### src/ib_pkg.sv
package ib_pkg;

    // ------------------------------------------------------------------------
    // Core-wide widths
    // ------------------------------------------------------------------------

    // Hardware threads, also the width of the misprediction vector
    localparam int THREAD_NUM = 2;
    // Thread index width
    localparam int THREAD_W = 1;
    // Destination tag width
    localparam int TAG_W = 6;

    // ------------------------------------------------------------------------
    // Opcodes
    // ------------------------------------------------------------------------

    // ALU class first, loads in the top three codes
    typedef enum logic [2:0] {
        OP_ADD = 3'd0,
        OP_SUB = 3'd1,
        OP_AND = 3'd2,
        OP_OR  = 3'd3,
        OP_SLT = 3'd4,
        OP_LW  = 3'd5,
        OP_LH  = 3'd6,
        OP_LB  = 3'd7
    } ib_opcode_e;

    // Class decode, high for the load class
    function automatic logic is_load(ib_opcode_e op);
        return (op == OP_LW) || (op == OP_LH) || (op == OP_LB);
    endfunction

endpackage

### src/ib_dispatch_steer.sv
`timescale 1ns/100ps

module ib_dispatch_steer import ib_pkg::*; #(
    parameter int C_IN_NUM = 2
) (
    // Dispatch lanes, lane 0 oldest
    input  logic       [C_IN_NUM-1:0]               disp_valid_i,
    output logic       [C_IN_NUM-1:0]               disp_ready_o,
    input  ib_opcode_e [C_IN_NUM-1:0]               disp_opcode_i,
    input  logic       [C_IN_NUM-1:0][THREAD_W-1:0] disp_thread_i,
    input  logic       [C_IN_NUM-1:0][TAG_W-1:0]    disp_tag_i,
    // ALU queue push side
    output logic       [C_IN_NUM-1:0]               alu_push_valid_o,
    input  logic       [C_IN_NUM-1:0]               alu_push_ready_i,
    output ib_opcode_e [C_IN_NUM-1:0]               alu_push_opcode_o,
    output logic       [C_IN_NUM-1:0][THREAD_W-1:0] alu_push_thread_o,
    output logic       [C_IN_NUM-1:0][TAG_W-1:0]    alu_push_tag_o,
    // Load queue push side
    output logic       [C_IN_NUM-1:0]               ld_push_valid_o,
    input  logic       [C_IN_NUM-1:0]               ld_push_ready_i,
    output ib_opcode_e [C_IN_NUM-1:0]               ld_push_opcode_o,
    output logic       [C_IN_NUM-1:0][THREAD_W-1:0] ld_push_thread_o,
    output logic       [C_IN_NUM-1:0][TAG_W-1:0]    ld_push_tag_o
);

    localparam int C_CNT_W = (C_IN_NUM > 1) ? $clog2(C_IN_NUM) : 1;

    // Running count of older valid lanes per class
    logic [C_CNT_W-1:0] alu_cnt;
    logic [C_CNT_W-1:0] ld_cnt;
    logic [C_IN_NUM-1:0] lane_is_ld;
    logic [C_IN_NUM-1:0][C_CNT_W-1:0] slot;
    // Low once an older valid lane stalls
    logic older_ok;

    always_comb begin
        alu_cnt          = '0;
        ld_cnt           = '0;
        older_ok         = 1'b1;
        alu_push_valid_o = '0;
        ld_push_valid_o  = '0;
        alu_push_thread_o = '0;
        alu_push_tag_o   = '0;
        ld_push_thread_o = '0;
        ld_push_tag_o    = '0;
        for (int k = 0; k < C_IN_NUM; k++) begin
            alu_push_opcode_o[k] = OP_ADD;
            ld_push_opcode_o[k]  = OP_LW;
        end

        for (int k = 0; k < C_IN_NUM; k++) begin
            // Compacted slot in the lane's class queue
            lane_is_ld[k] = is_load(disp_opcode_i[k]);
            slot[k]       = lane_is_ld[k] ? ld_cnt : alu_cnt;
            if (lane_is_ld[k]) begin
                disp_ready_o[k] = older_ok && ld_push_ready_i[slot[k]];
            end else begin
                disp_ready_o[k] = older_ok && alu_push_ready_i[slot[k]];
            end

            if (disp_valid_i[k]) begin
                if (!disp_ready_o[k]) begin
                    older_ok = 1'b0;
                end else if (lane_is_ld[k]) begin
                    ld_push_valid_o[slot[k]]   = 1'b1;
                    ld_push_opcode_o[slot[k]]  = disp_opcode_i[k];
                    ld_push_thread_o[slot[k]]  = disp_thread_i[k];
                    ld_push_tag_o[slot[k]]     = disp_tag_i[k];
                end else begin
                    alu_push_valid_o[slot[k]]  = 1'b1;
                    alu_push_opcode_o[slot[k]] = disp_opcode_i[k];
                    alu_push_thread_o[slot[k]] = disp_thread_i[k];
                    alu_push_tag_o[slot[k]]    = disp_tag_i[k];
                end
                // Younger lanes of this class shift one slot up
                if (lane_is_ld[k]) begin
                    ld_cnt = ld_cnt + 1'b1;
                end else begin
                    alu_cnt = alu_cnt + 1'b1;
                end
            end
        end
    end

endmodule

### src/ib_inst_queue.sv
`timescale 1ns/100ps

module ib_inst_queue import ib_pkg::*; #(
    parameter int C_SIZE    = 8,
    parameter int C_IN_NUM  = 2,
    parameter int C_OUT_NUM = 2
) (
    input  logic                                 clk_i,
    input  logic                                 rst_i,
    // Push side, one lane per dispatch slot
    input  logic       [C_IN_NUM-1:0]            s_valid_i,
    output logic       [C_IN_NUM-1:0]            s_ready_o,
    input  ib_opcode_e [C_IN_NUM-1:0]            s_opcode_i,
    input  logic       [C_IN_NUM-1:0][THREAD_W-1:0] s_thread_i,
    input  logic       [C_IN_NUM-1:0][TAG_W-1:0] s_tag_i,
    // Pop side, port 0 is the head
    output logic       [C_OUT_NUM-1:0]           m_valid_o,
    input  logic       [C_OUT_NUM-1:0]           m_ready_i,
    output ib_opcode_e [C_OUT_NUM-1:0]           m_opcode_o,
    output logic       [C_OUT_NUM-1:0][THREAD_W-1:0] m_thread_o,
    output logic       [C_OUT_NUM-1:0][TAG_W-1:0] m_tag_o,
    // Flush controls
    input  logic       [THREAD_NUM-1:0]          br_mis_i,
    input  logic                                 exception_i
);

    localparam int C_IDX_W = (C_SIZE > 1) ? $clog2(C_SIZE) : 1;
    localparam int C_NUM_W = $clog2(C_SIZE + 1);

    // Pointers, rollover bit tells full from empty
    logic [C_IDX_W-1:0] head;
    logic [C_IDX_W-1:0] tail;
    logic               head_roll;
    logic               tail_roll;
    logic [C_IDX_W-1:0] next_head;
    logic [C_IDX_W-1:0] next_tail;
    logic               head_wrap;
    logic               tail_wrap;

    // Entry storage
    logic [C_SIZE-1:0]  valid_q;
    ib_opcode_e         opcode_q [C_SIZE];
    logic [THREAD_W-1:0] thread_q [C_SIZE];
    logic [TAG_W-1:0]   tag_q    [C_SIZE];

    // Occupancy
    logic [C_NUM_W-1:0] data_num;
    logic [C_NUM_W-1:0] free_num;
    logic [C_NUM_W-1:0] push_num;
    logic [C_NUM_W-1:0] pop_num;

    // Per-lane and per-port control
    logic [C_IN_NUM-1:0]               push_en;
    logic [C_IN_NUM-1:0][C_IDX_W-1:0]  push_idx;
    logic [C_OUT_NUM-1:0][C_IDX_W-1:0] pop_idx;
    logic [C_OUT_NUM-1:0]              in_range;
    logic [C_OUT_NUM-1:0]              squash;
    logic [C_OUT_NUM-1:0]              leave;
    logic [C_SIZE-1:0]                 push_sel;
    logic [C_SIZE-1:0]                 leave_sel;

    // ------------------------------------------------------------------------
    // Occupancy and push ready
    // ------------------------------------------------------------------------

    always_comb begin
        if (head_roll == tail_roll) begin
            data_num = C_NUM_W'(int'(tail) - int'(head));
        end else begin
            data_num = C_NUM_W'(C_SIZE - int'(head) + int'(tail));
        end
        // Slots freed by this cycle's pops count as free
        free_num = C_NUM_W'(C_SIZE - int'(data_num) + int'(pop_num));
    end

    always_comb begin
        push_num = '0;
        push_sel = '0;
        for (int j = 0; j < C_IN_NUM; j++) begin
            s_ready_o[j] = (j < int'(free_num));
            push_en[j]   = s_valid_i[j] && s_ready_o[j];
            // Lane j lands j slots past the tail
            if (int'(tail) + j >= C_SIZE) begin
                push_idx[j] = C_IDX_W'(int'(tail) + j - C_SIZE);
            end else begin
                push_idx[j] = C_IDX_W'(int'(tail) + j);
            end
            if (push_en[j]) begin
                push_num              = push_num + 1'b1;
                push_sel[push_idx[j]] = 1'b1;
            end
        end
    end

    // ------------------------------------------------------------------------
    // Pop ports and head squash
    // ------------------------------------------------------------------------

    always_comb begin
        pop_num   = '0;
        leave_sel = '0;
        for (int k = 0; k < C_OUT_NUM; k++) begin
            if (int'(head) + k >= C_SIZE) begin
                pop_idx[k] = C_IDX_W'(int'(head) + k - C_SIZE);
            end else begin
                pop_idx[k] = C_IDX_W'(int'(head) + k);
            end
            m_opcode_o[k] = opcode_q[pop_idx[k]];
            m_thread_o[k] = thread_q[pop_idx[k]];
            m_tag_o[k]    = tag_q[pop_idx[k]];

            // Live entry unless cleared or hit by this cycle's mispredict
            in_range[k]  = (k < int'(data_num));
            m_valid_o[k] = in_range[k] && valid_q[pop_idx[k]]
                           && !br_mis_i[thread_q[pop_idx[k]]];
            squash[k]    = in_range[k] && !m_valid_o[k];

            // Leaves on accept or squash, only behind a leaving port
            leave[k] = (m_valid_o[k] && m_ready_i[k]) || squash[k];
            if (k > 0) begin
                leave[k] = leave[k] && leave[k-1];
            end
            if (leave[k]) begin
                pop_num              = pop_num + 1'b1;
                leave_sel[pop_idx[k]] = 1'b1;
            end
        end
    end

    // ------------------------------------------------------------------------
    // Pointer update
    // ------------------------------------------------------------------------

    always_comb begin
        head_wrap = (int'(head) + int'(pop_num) >= C_SIZE);
        tail_wrap = (int'(tail) + int'(push_num) >= C_SIZE);
        if (head_wrap) begin
            next_head = C_IDX_W'(int'(head) + int'(pop_num) - C_SIZE);
        end else begin
            next_head = C_IDX_W'(int'(head) + int'(pop_num));
        end
        if (tail_wrap) begin
            next_tail = C_IDX_W'(int'(tail) + int'(push_num) - C_SIZE);
        end else begin
            next_tail = C_IDX_W'(int'(tail) + int'(push_num));
        end
    end

    always_ff @(posedge clk_i) begin
        // Exception empties the queue like reset
        if (rst_i || exception_i) begin
            head      <= '0;
            tail      <= '0;
            head_roll <= 1'b0;
            tail_roll <= 1'b0;
        end else begin
            head      <= next_head;
            tail      <= next_tail;
            head_roll <= head_roll ^ head_wrap;
            tail_roll <= tail_roll ^ tail_wrap;
        end
    end

    // ------------------------------------------------------------------------
    // Entry valid bits and payload
    // ------------------------------------------------------------------------

    always_ff @(posedge clk_i) begin
        if (rst_i || exception_i) begin
            valid_q <= '0;
        end else begin
            for (int e = 0; e < C_SIZE; e++) begin
                // Push wins over a pop of the same slot
                if (push_sel[e]) begin
                    valid_q[e] <= 1'b1;
                end else if (leave_sel[e]) begin
                    valid_q[e] <= 1'b0;
                end else if (valid_q[e] && br_mis_i[thread_q[e]]) begin
                    // Squashed in place, drained later from the head
                    valid_q[e] <= 1'b0;
                end
            end
        end
    end

    always_ff @(posedge clk_i) begin
        for (int j = 0; j < C_IN_NUM; j++) begin
            if (push_en[j]) begin
                opcode_q[push_idx[j]] <= s_opcode_i[j];
                thread_q[push_idx[j]] <= s_thread_i[j];
                tag_q[push_idx[j]]    <= s_tag_i[j];
            end
        end
    end

endmodule

### src/issue_buffer.sv
`timescale 1ns/100ps

module issue_buffer import ib_pkg::*; #(
    parameter int IN_NUM       = 2,
    parameter int ALU_Q_SIZE   = 8,
    parameter int LOAD_Q_SIZE  = 4,
    parameter int ALU_OUT_NUM  = 2,
    parameter int LOAD_OUT_NUM = 1
) (
    input  logic                                    clk_i,
    input  logic                                    rst_i,
    // Dispatch lanes
    input  logic       [IN_NUM-1:0]                 disp_valid_i,
    output logic       [IN_NUM-1:0]                 disp_ready_o,
    input  ib_opcode_e [IN_NUM-1:0]                 disp_opcode_i,
    input  logic       [IN_NUM-1:0][THREAD_W-1:0]   disp_thread_i,
    input  logic       [IN_NUM-1:0][TAG_W-1:0]      disp_tag_i,
    // ALU issue ports
    output logic       [ALU_OUT_NUM-1:0]            alu_valid_o,
    input  logic       [ALU_OUT_NUM-1:0]            alu_ready_i,
    output ib_opcode_e [ALU_OUT_NUM-1:0]            alu_opcode_o,
    output logic       [ALU_OUT_NUM-1:0][THREAD_W-1:0] alu_thread_o,
    output logic       [ALU_OUT_NUM-1:0][TAG_W-1:0] alu_tag_o,
    // Load issue ports
    output logic       [LOAD_OUT_NUM-1:0]           ld_valid_o,
    input  logic       [LOAD_OUT_NUM-1:0]           ld_ready_i,
    output ib_opcode_e [LOAD_OUT_NUM-1:0]           ld_opcode_o,
    output logic       [LOAD_OUT_NUM-1:0][THREAD_W-1:0] ld_thread_o,
    output logic       [LOAD_OUT_NUM-1:0][TAG_W-1:0] ld_tag_o,
    // Flush
    input  logic       [THREAD_NUM-1:0]             br_mis_i,
    input  logic                                    exception_i
);

    // ------------------------------------------------------------------------
    // Steering to queue push lanes
    // ------------------------------------------------------------------------

    logic       [IN_NUM-1:0]               alu_push_valid;
    logic       [IN_NUM-1:0]               alu_push_ready;
    ib_opcode_e [IN_NUM-1:0]               alu_push_opcode;
    logic       [IN_NUM-1:0][THREAD_W-1:0] alu_push_thread;
    logic       [IN_NUM-1:0][TAG_W-1:0]    alu_push_tag;
    logic       [IN_NUM-1:0]               ld_push_valid;
    logic       [IN_NUM-1:0]               ld_push_ready;
    ib_opcode_e [IN_NUM-1:0]               ld_push_opcode;
    logic       [IN_NUM-1:0][THREAD_W-1:0] ld_push_thread;
    logic       [IN_NUM-1:0][TAG_W-1:0]    ld_push_tag;

    ib_dispatch_steer #(
        .C_IN_NUM (IN_NUM)
    ) i_steer (
        .disp_valid_i      (disp_valid_i),
        .disp_ready_o      (disp_ready_o),
        .disp_opcode_i     (disp_opcode_i),
        .disp_thread_i     (disp_thread_i),
        .disp_tag_i        (disp_tag_i),
        .alu_push_valid_o  (alu_push_valid),
        .alu_push_ready_i  (alu_push_ready),
        .alu_push_opcode_o (alu_push_opcode),
        .alu_push_thread_o (alu_push_thread),
        .alu_push_tag_o    (alu_push_tag),
        .ld_push_valid_o   (ld_push_valid),
        .ld_push_ready_i   (ld_push_ready),
        .ld_push_opcode_o  (ld_push_opcode),
        .ld_push_thread_o  (ld_push_thread),
        .ld_push_tag_o     (ld_push_tag)
    );

    // ------------------------------------------------------------------------
    // Class queues
    // ------------------------------------------------------------------------

    // Arithmetic, two issue ports
    ib_inst_queue #(
        .C_SIZE    (ALU_Q_SIZE),
        .C_IN_NUM  (IN_NUM),
        .C_OUT_NUM (ALU_OUT_NUM)
    ) i_alu_q (
        .clk_i       (clk_i),
        .rst_i       (rst_i),
        .s_valid_i   (alu_push_valid),
        .s_ready_o   (alu_push_ready),
        .s_opcode_i  (alu_push_opcode),
        .s_thread_i  (alu_push_thread),
        .s_tag_i     (alu_push_tag),
        .m_valid_o   (alu_valid_o),
        .m_ready_i   (alu_ready_i),
        .m_opcode_o  (alu_opcode_o),
        .m_thread_o  (alu_thread_o),
        .m_tag_o     (alu_tag_o),
        .br_mis_i    (br_mis_i),
        .exception_i (exception_i)
    );

    // Loads, single issue port
    ib_inst_queue #(
        .C_SIZE    (LOAD_Q_SIZE),
        .C_IN_NUM  (IN_NUM),
        .C_OUT_NUM (LOAD_OUT_NUM)
    ) i_ld_q (
        .clk_i       (clk_i),
        .rst_i       (rst_i),
        .s_valid_i   (ld_push_valid),
        .s_ready_o   (ld_push_ready),
        .s_opcode_i  (ld_push_opcode),
        .s_thread_i  (ld_push_thread),
        .s_tag_i     (ld_push_tag),
        .m_valid_o   (ld_valid_o),
        .m_ready_i   (ld_ready_i),
        .m_opcode_o  (ld_opcode_o),
        .m_thread_o  (ld_thread_o),
        .m_tag_o     (ld_tag_o),
        .br_mis_i    (br_mis_i),
        .exception_i (exception_i)
    );

endmodule

### config.mk
export PLATFORM = sky130hd
export DESIGN_NAME = issue_buffer
export DESIGN_NICKNAME = d
export VERILOG_FILES = /design/src/ib_pkg.sv /design/src/ib_dispatch_steer.sv /design/src/ib_inst_queue.sv /design/src/issue_buffer.sv
export SDC_FILE = /design/constraint.sdc
export NUM_CORES = 1
export LEC_CHECK = 0
export BUFFER_PORTS_ARGS = -buffer_cell sky130_fd_sc_hd__buf_4
export CAP_MARGIN = 15
export CORE_UTILIZATION = 55
export CTS_BUF_LIST = sky130_fd_sc_hd__clkbuf_2
export CTS_CLUSTER_DIAMETER = 30
export DETAILED_ROUTE_END_ITERATION = 8
export PLACE_DENSITY = 0.71
export RECOVER_POWER = 50
export SYNTH_ARGS = -nofsm -noshare
export SYNTH_HDL_FRONTEND = slang
export SYNTH_SLANG_ARGS = --single-unit
### constraint.sdc
create_clock -name clk_i -period 13.3 [get_ports clk_i]
set_input_delay 0.665 -clock clk_i [delete_from_list [all_inputs] [get_ports clk_i]]
set_output_delay 0.665 -clock clk_i [all_outputs]
set_load 0.05 [all_outputs]
## Word-level counts from Yosys, hierarchy flattened

Memories as Yosys holds them, arrays and structs flattened.
Index checks and enable logic that the tools add are counted.

- $add $sub $neg: 31
- Eq/ne operators: 8
- Bitwise logic cells: 9
- Reductions and logical operators: 65
- Magnitude comparators: 49
- Mux-type cells: 194

Operator list:

| operator | count |
|---|---|
| $mux W1 | 114 |
| $mux W6 | 13 |
| $mux W12 | 6 |
| $mux W3 | 15 |
| $logic_and A1 B1 Y1 | 39 |
| $reduce_bool A3 Y1 | 12 |
| $mux W2 | 17 |
| $lt A1 B2 Y1 const B | 16 |
| $mux W8 | 4 |
| $bwmux W12 | 2 |
| $mux W4 | 6 |
| $eq A3 B3 Y1 const B | 6 |
| $sub A3 B1 Y3 const B | 6 |
| $lt A1 B4 Y1 const A | 4 |
| $lt A3 B4 Y1 const B | 4 |
| $or A8 B8 Y8 | 2 |
| $bwmux W6 | 2 |
| $demux W1 S3 | 4 |
| $ge A3 B1 Y1 const B | 4 |
| $add A3 B4 Y5 | 2 |
| $ge A5 B4 Y1 const B | 2 |
| $sub A2 B1 Y2 const B | 5 |
| $lt A1 B3 Y1 const A | 3 |
| $lt A2 B3 Y1 const B | 3 |
| other kinds (34) | 65 |

- Memories: 6
- Output and inout bits: 35
- Bits in registers: 26
- Bits in writable memories: 120

Memory list:

| name | words | width | read ports | clocked after memory_dff | write ports | line | text |
|---|---|---|---|---|---|---|---|
| i_alu_q.tag_q | 8 | 6 | 2 | 0 | 2 | ib_inst_queue.sv:44 | `logic [TAG_W-1:0] tag_q [C_SIZE];` |
| i_alu_q.opcode_q | 8 | 3 | 2 | 0 | 2 | ib_inst_queue.sv:42 | `ib_opcode_e opcode_q [C_SIZE];` |
| i_ld_q.tag_q | 4 | 6 | 1 | 0 | 2 | ib_inst_queue.sv:44 |  |
| i_ld_q.opcode_q | 4 | 3 | 1 | 0 | 2 | ib_inst_queue.sv:42 |  |
| i_alu_q.thread_q | 8 | 1 | 10 | 0 | 2 | ib_inst_queue.sv:43 | `logic [THREAD_W-1:0] thread_q [C_SIZE];` |
| i_ld_q.thread_q | 4 | 1 | 5 | 0 | 2 | ib_inst_queue.sv:43 |  |

## Logic depth before layout (Yosys ltp)

An unclocked memory read counts as a cell.

- Depth in word-level cells: 29
- Mapped depth: 24

## Cells and area by module

Synthesis repeated with hierarchy kept, for this count alone.

- Cell total of the unflattened synthesis: 822
- Area total of the unflattened synthesis: 9461.6 um^2

Modules (own cells, without submodules):

| module | instances | area each (um^2) | seq. area each (um^2) | cells each |
|---|---|---|---|---|
| ib_inst_queue at i_alu_q | 1 | 6165.9 | 2722.6 | 531 |
| ib_inst_queue at i_ld_q | 1 | 2770.2 | 1401.3 | 185 |
| ib_dispatch_steer | 1 | 525.5 | 0.0 | 106 |

## Worst setup path after synthesis

No wires, ideal clock.

- Path type: register to output
- From: reg i_alu_q.head[1]
- To: out disp_ready_o[1]
- Required time: 12635 ps
- Setup slack: 7266 ps
- Arrival time: 5369 ps
- Buffers on the path: 2
- Stages on the path, launching flop included: 19
- Path through: dfxtp_1 -> buf_2 -> clkinv_1 -> ha_1 -> nor2b_1 -> o21ai_0 -> a21oi_1 -> o2111ai_1 -> nor3b_2 -> a21oi_1 -> o21ai_0 -> ha_1 -> inv_1 -> fa_1 -> xnor2_1 -> nor2b_1 -> clkbuf_1 -> a41oi_1 -> o22a_1

- Longest elaborated chain between the ends: 20
- Elaborated cells between the ends (all ways): 52
- Those cells by class: add/sub (9); order compare (6); mux (19); reduce/logical (17); memory (1)

RTL lines:

| item | line | text |
|---|---|---|
| start: declaration | ib_inst_queue.sv:31 | `logic [C_IDX_W-1:0] head;` |
| start signal: assignment | ib_inst_queue.sv:157 | `head <= next_head;` |
| branches (longest 13 deep; another with $sub A4 B3 Y4) | - |  |
| $add A4 B4 Y4 (*) | ib_inst_queue.sv:73 | `free_num = C_NUM_W'(C_SIZE - int'(data_num) + int'(pop_num));` |
| $lt A1 B4 Y1 (*) | ib_inst_queue.sv:80 | `s_ready_o[j] = (j < int'(free_num));` |
| $mux W1 (*) | ib_dispatch_steer.sv:55 | `if (lane_is_ld[k]) begin` |
| net disp_ready_o[0] | issue_buffer.sv:14 | `output logic [IN_NUM-1:0] disp_ready_o,` |
| $mux W1 (*) | ib_dispatch_steer.sv:62 | `if (!disp_ready_o[k]) begin` |
| $mux W1 (*) | ib_dispatch_steer.sv:61 | `if (disp_valid_i[k]) begin` |
| $logic_and A1 B1 Y1 (on tied branches) | ib_dispatch_steer.sv:58, ib_dispatch_steer.sv:56 |  |
| $mux W1 (*) | ib_dispatch_steer.sv:55 |  |
| end: declaration | issue_buffer.sv:14 |  |

Mark *: on every way through the listed nets, which the timed path passes. The select of a mux whose other input is x is not followed.

==> qor.txt <==
Status -> completed
FF+latch count, synth -> 146
Rows -> 46
First-pass GRT wire length -> 41.37 mm
Top-count cell post-synth -> edfxtp_1
H-tree depth -> 4
Share of the synthesized area in the top cell type -> 40.13%
Switching power -> 1.190 mW
Tcrit/Tclk final -> 61.10%
Top_reg_cell synth -> edfxtp_1
CTS Sinks -> 146
Die area -> 16840 sq um
WL per Instance -> 25.31 um
Setup bufs post-CTS -> 0
CTS tree -> built
EDFF count, synth -> 120
Initial antenna violation count -> 1
GR Overflow Total -> 0
ANT nets after route -> 0
Crit path DAT -> 8.51 ns
Hold Fails Final Rpt -> 0
Core ar. -> 15890 sq um
Clk_lat worst skew -> 0.75 ns
Routability cong. -> 0.9748
Pwr per Cell Area -> 239.2 nW/um^2
Syn Area/Cell -> 11.31 sq um
Setup TNS -> 0 ns
1st-pass router iterations -> 5
Area Growth Syn to Fin -> 8.487%
Sequential Power Share -> 28.9%
RSZ-0062 raised after global routing -> no
P_int -> 1.139 mW
CP max FO -> 23
Critical path endpoint category -> flop
Area of the mapped netlist -> 8979 sq um
Cells taking the most area after synthesis -> edfxtp_1, o2bb2ai_1, mux4_2, dfxtp_1, mux2i_1
Maximum number of pins on one net before global-route repair -> 31
Sequential share of the synthesized area -> 45.93%
Max Clock Freq -> 123.1 MHz
Skew final -> 0.02723 ns
Top post-synthesis cells by count -> edfxtp_1, o2bb2ai_1, nand2_1
Synth warnings -> 0
Initial detailed-routing violation count -> 956
Minimum clock period -> 8.127 ns
Max_slew headroom -> 6.378%
DPL Wire Length -> 20.18 mm
Placed Area -> 9638 sq um
Fin. max-slew vios -> 0
Comb pwr share -> 59.8%
Clock Path Buffers -> 2
Die width -> 129.8 um
Hold path depth -> 2
Clock-pin slew on the worst setup and hold paths -> 0.22 ns
HP Class -> primary input to flop
Vias in the first global route -> 7028
# Max-Cap Violations -> 0
Via count -> 7505
Resize count post-CTS -> 0
Post-synthesis instance total -> 794
Net Sw Frac -> 51.10%
Synth async-reset ratio -> 0%
Slew @ Worst Pin -> 1.390 ns
Cell variety after synth -> 62
Clk root buf -> clkbuf_2
Worst hold-check slack -> 0.2262 ns
Crit path required time -> 13.69 ns
Peak supply drop -> 0.1869 mV
Final Setup Violations -> 0
Aggregate global-route resource usage -> 33.59%
Critical path launch point type -> flop
Num CTS Buffers -> 17
Yosys top cell by area -> edfxtp_1
Port bufs -> 64
Design area -> 9741 sq um
Cts hold-fix bufs -> 0
Layout Nets -> 897
LEAKAGE -> 3.257 nW
Initial core utilization -> 56.52%
Residual DRC count -> 0
Vias per Instance -> 7.007
Io pins -> 65
Clk pwr share -> 11.3%
Path depth of the worst reg2reg path -> 16
Critical path class -> flop to flop
Share of layout cells above drive strength 1 -> 13.93%
Fill count -> 1403
Routed wire length -> 27.11 mm
Die Span Y -> 129.8 um
-- through the flow --
stage          util (%)  instances  power [mW]  worst slack, ns
3_5_place_dp      60.67       1038       2.117            6.056
4_1_cts           62.21       1069       2.384            5.695
5_1_grt           61.32       1071       2.451            4.689
6_report          61.32       1071       2.329            5.173
2_1_floorplan         -        797       1.743            7.266
3_3_place_gp      60.67       1038       2.077            6.355
-- registers in the layout (all words and copies together) (netlist names) --
signal	cells
i_ld_q.opcode_q	12
i_ld_q.valid_q	4
i_ld_q.thread_q	4
i_ld_q.tail	2
i_ld_q.tail_roll	1
i_alu_q.tail	3
i_alu_q.valid_q	8
i_ld_q.head	2
i_alu_q.head_roll	1
i_alu_q.opcode_q	24
i_alu_q.head	3
i_alu_q.tag_q	48
i_alu_q.thread_q	8
i_ld_q.tag_q	24
i_alu_q.tail_roll	1
i_ld_q.head_roll	1
-- kinds of logic after synthesis --
| family | after synthesis | share of synthesized area, % |
|---|---|---|
| simple gates | 193 | 10.12 |
| other cells | 1 | 0.04177 |
| mux | 64 | 10.73 |
| xor+xnor | 19 | 2.257 |
| buf+inv | 79 | 3.567 |
| fa+ha+maj | 25 | 3.986 |
| flops | 146 | 45.93 |
| compound gates | 267 | 23.37 |
-- area by class of cell --
cell class	count	area, sq um	area share [%]
clock inverters	13	153.9	1.580
repair buffers	81	461.7	4.740
clock buffers	18	90.09	0.9249
well taps	216	270.3	2.775
multi-input cells	572	4548	46.69
diodes	1	2.502	0.02569
inverters	24	90.09	0.9249
flip-flops and latches	146	4124	42.34
-- power groups by stage --
stage | clock network [mW] | registers, mW | logic [mW]
2_1_floorplan | 0 | 0.653 | 1.09
3_3_place_gp | 0 | 0.679 | 1.40
3_5_place_dp | 0 | 0.681 | 1.44
4_1_cts | 0.267 | 0.670 | 1.45
5_1_grt | 0.280 | 0.679 | 1.49
6_report | 0.264 | 0.673 | 1.39
-- worst paths after layout --
path,from,end,slack [ns]
setup / recovery,i_alu_q.head[0],i_alu_q.opcode_q[1][1],5.17
hold / removal,disp_tag_i[4],i_ld_q.tag_q[3][4],0.23
setup reg to reg,i_alu_q.head[0],i_alu_q.opcode_q[1][1],5.17
hold reg to reg,i_ld_q.valid_q[1],i_ld_q.valid_q[1],0.51
-- worst max-delay path, stage by stage, from the launching register on --
cell       delay (ns)
dfxtp_1          0.90
ha_1             0.95
mux4_2           0.61
mux2i_1          0.23
mux2_1           0.38
a2111oi_2        0.28
clkbuf_1         0.45
nor3_1           0.25
ha_1             0.36
nor2b_1          0.13
o21ai_0          0.26
xnor2_2          0.18
xor2_1           0.33
a311oi_2         0.34
clkbuf_1         0.76
o21ai_0          0.40
o21bai_1         0.94
-- layer usage --
layer	GRT usage, %	routed length [um]	share of wire (%)	up-vias
li1	-	-	-	3267
met1	47.83	11090	41	3683
met2	51.15	12470	46	499
met3	6.273	2936	11	56
met4	13.20	608	2.2	0
met5	0	0	0	-
-- cells in the final DEF, fill, tap and decap left out, types with 19 or more instances in the layout --
master,instances
nand3_1,32
dfxtp_1,26
a22oi_1,35
mux4_2,25
nor2_1,37
nand2_1,64
inv_1,23
buf_4,42
o2bb2ai_1,98
edfxtp_1,120
o21ai_0,24
mux2i_1,31
ha_1,19
a21oi_1,19
clkbuf_1,39
(Power assumes the default switching activity.)
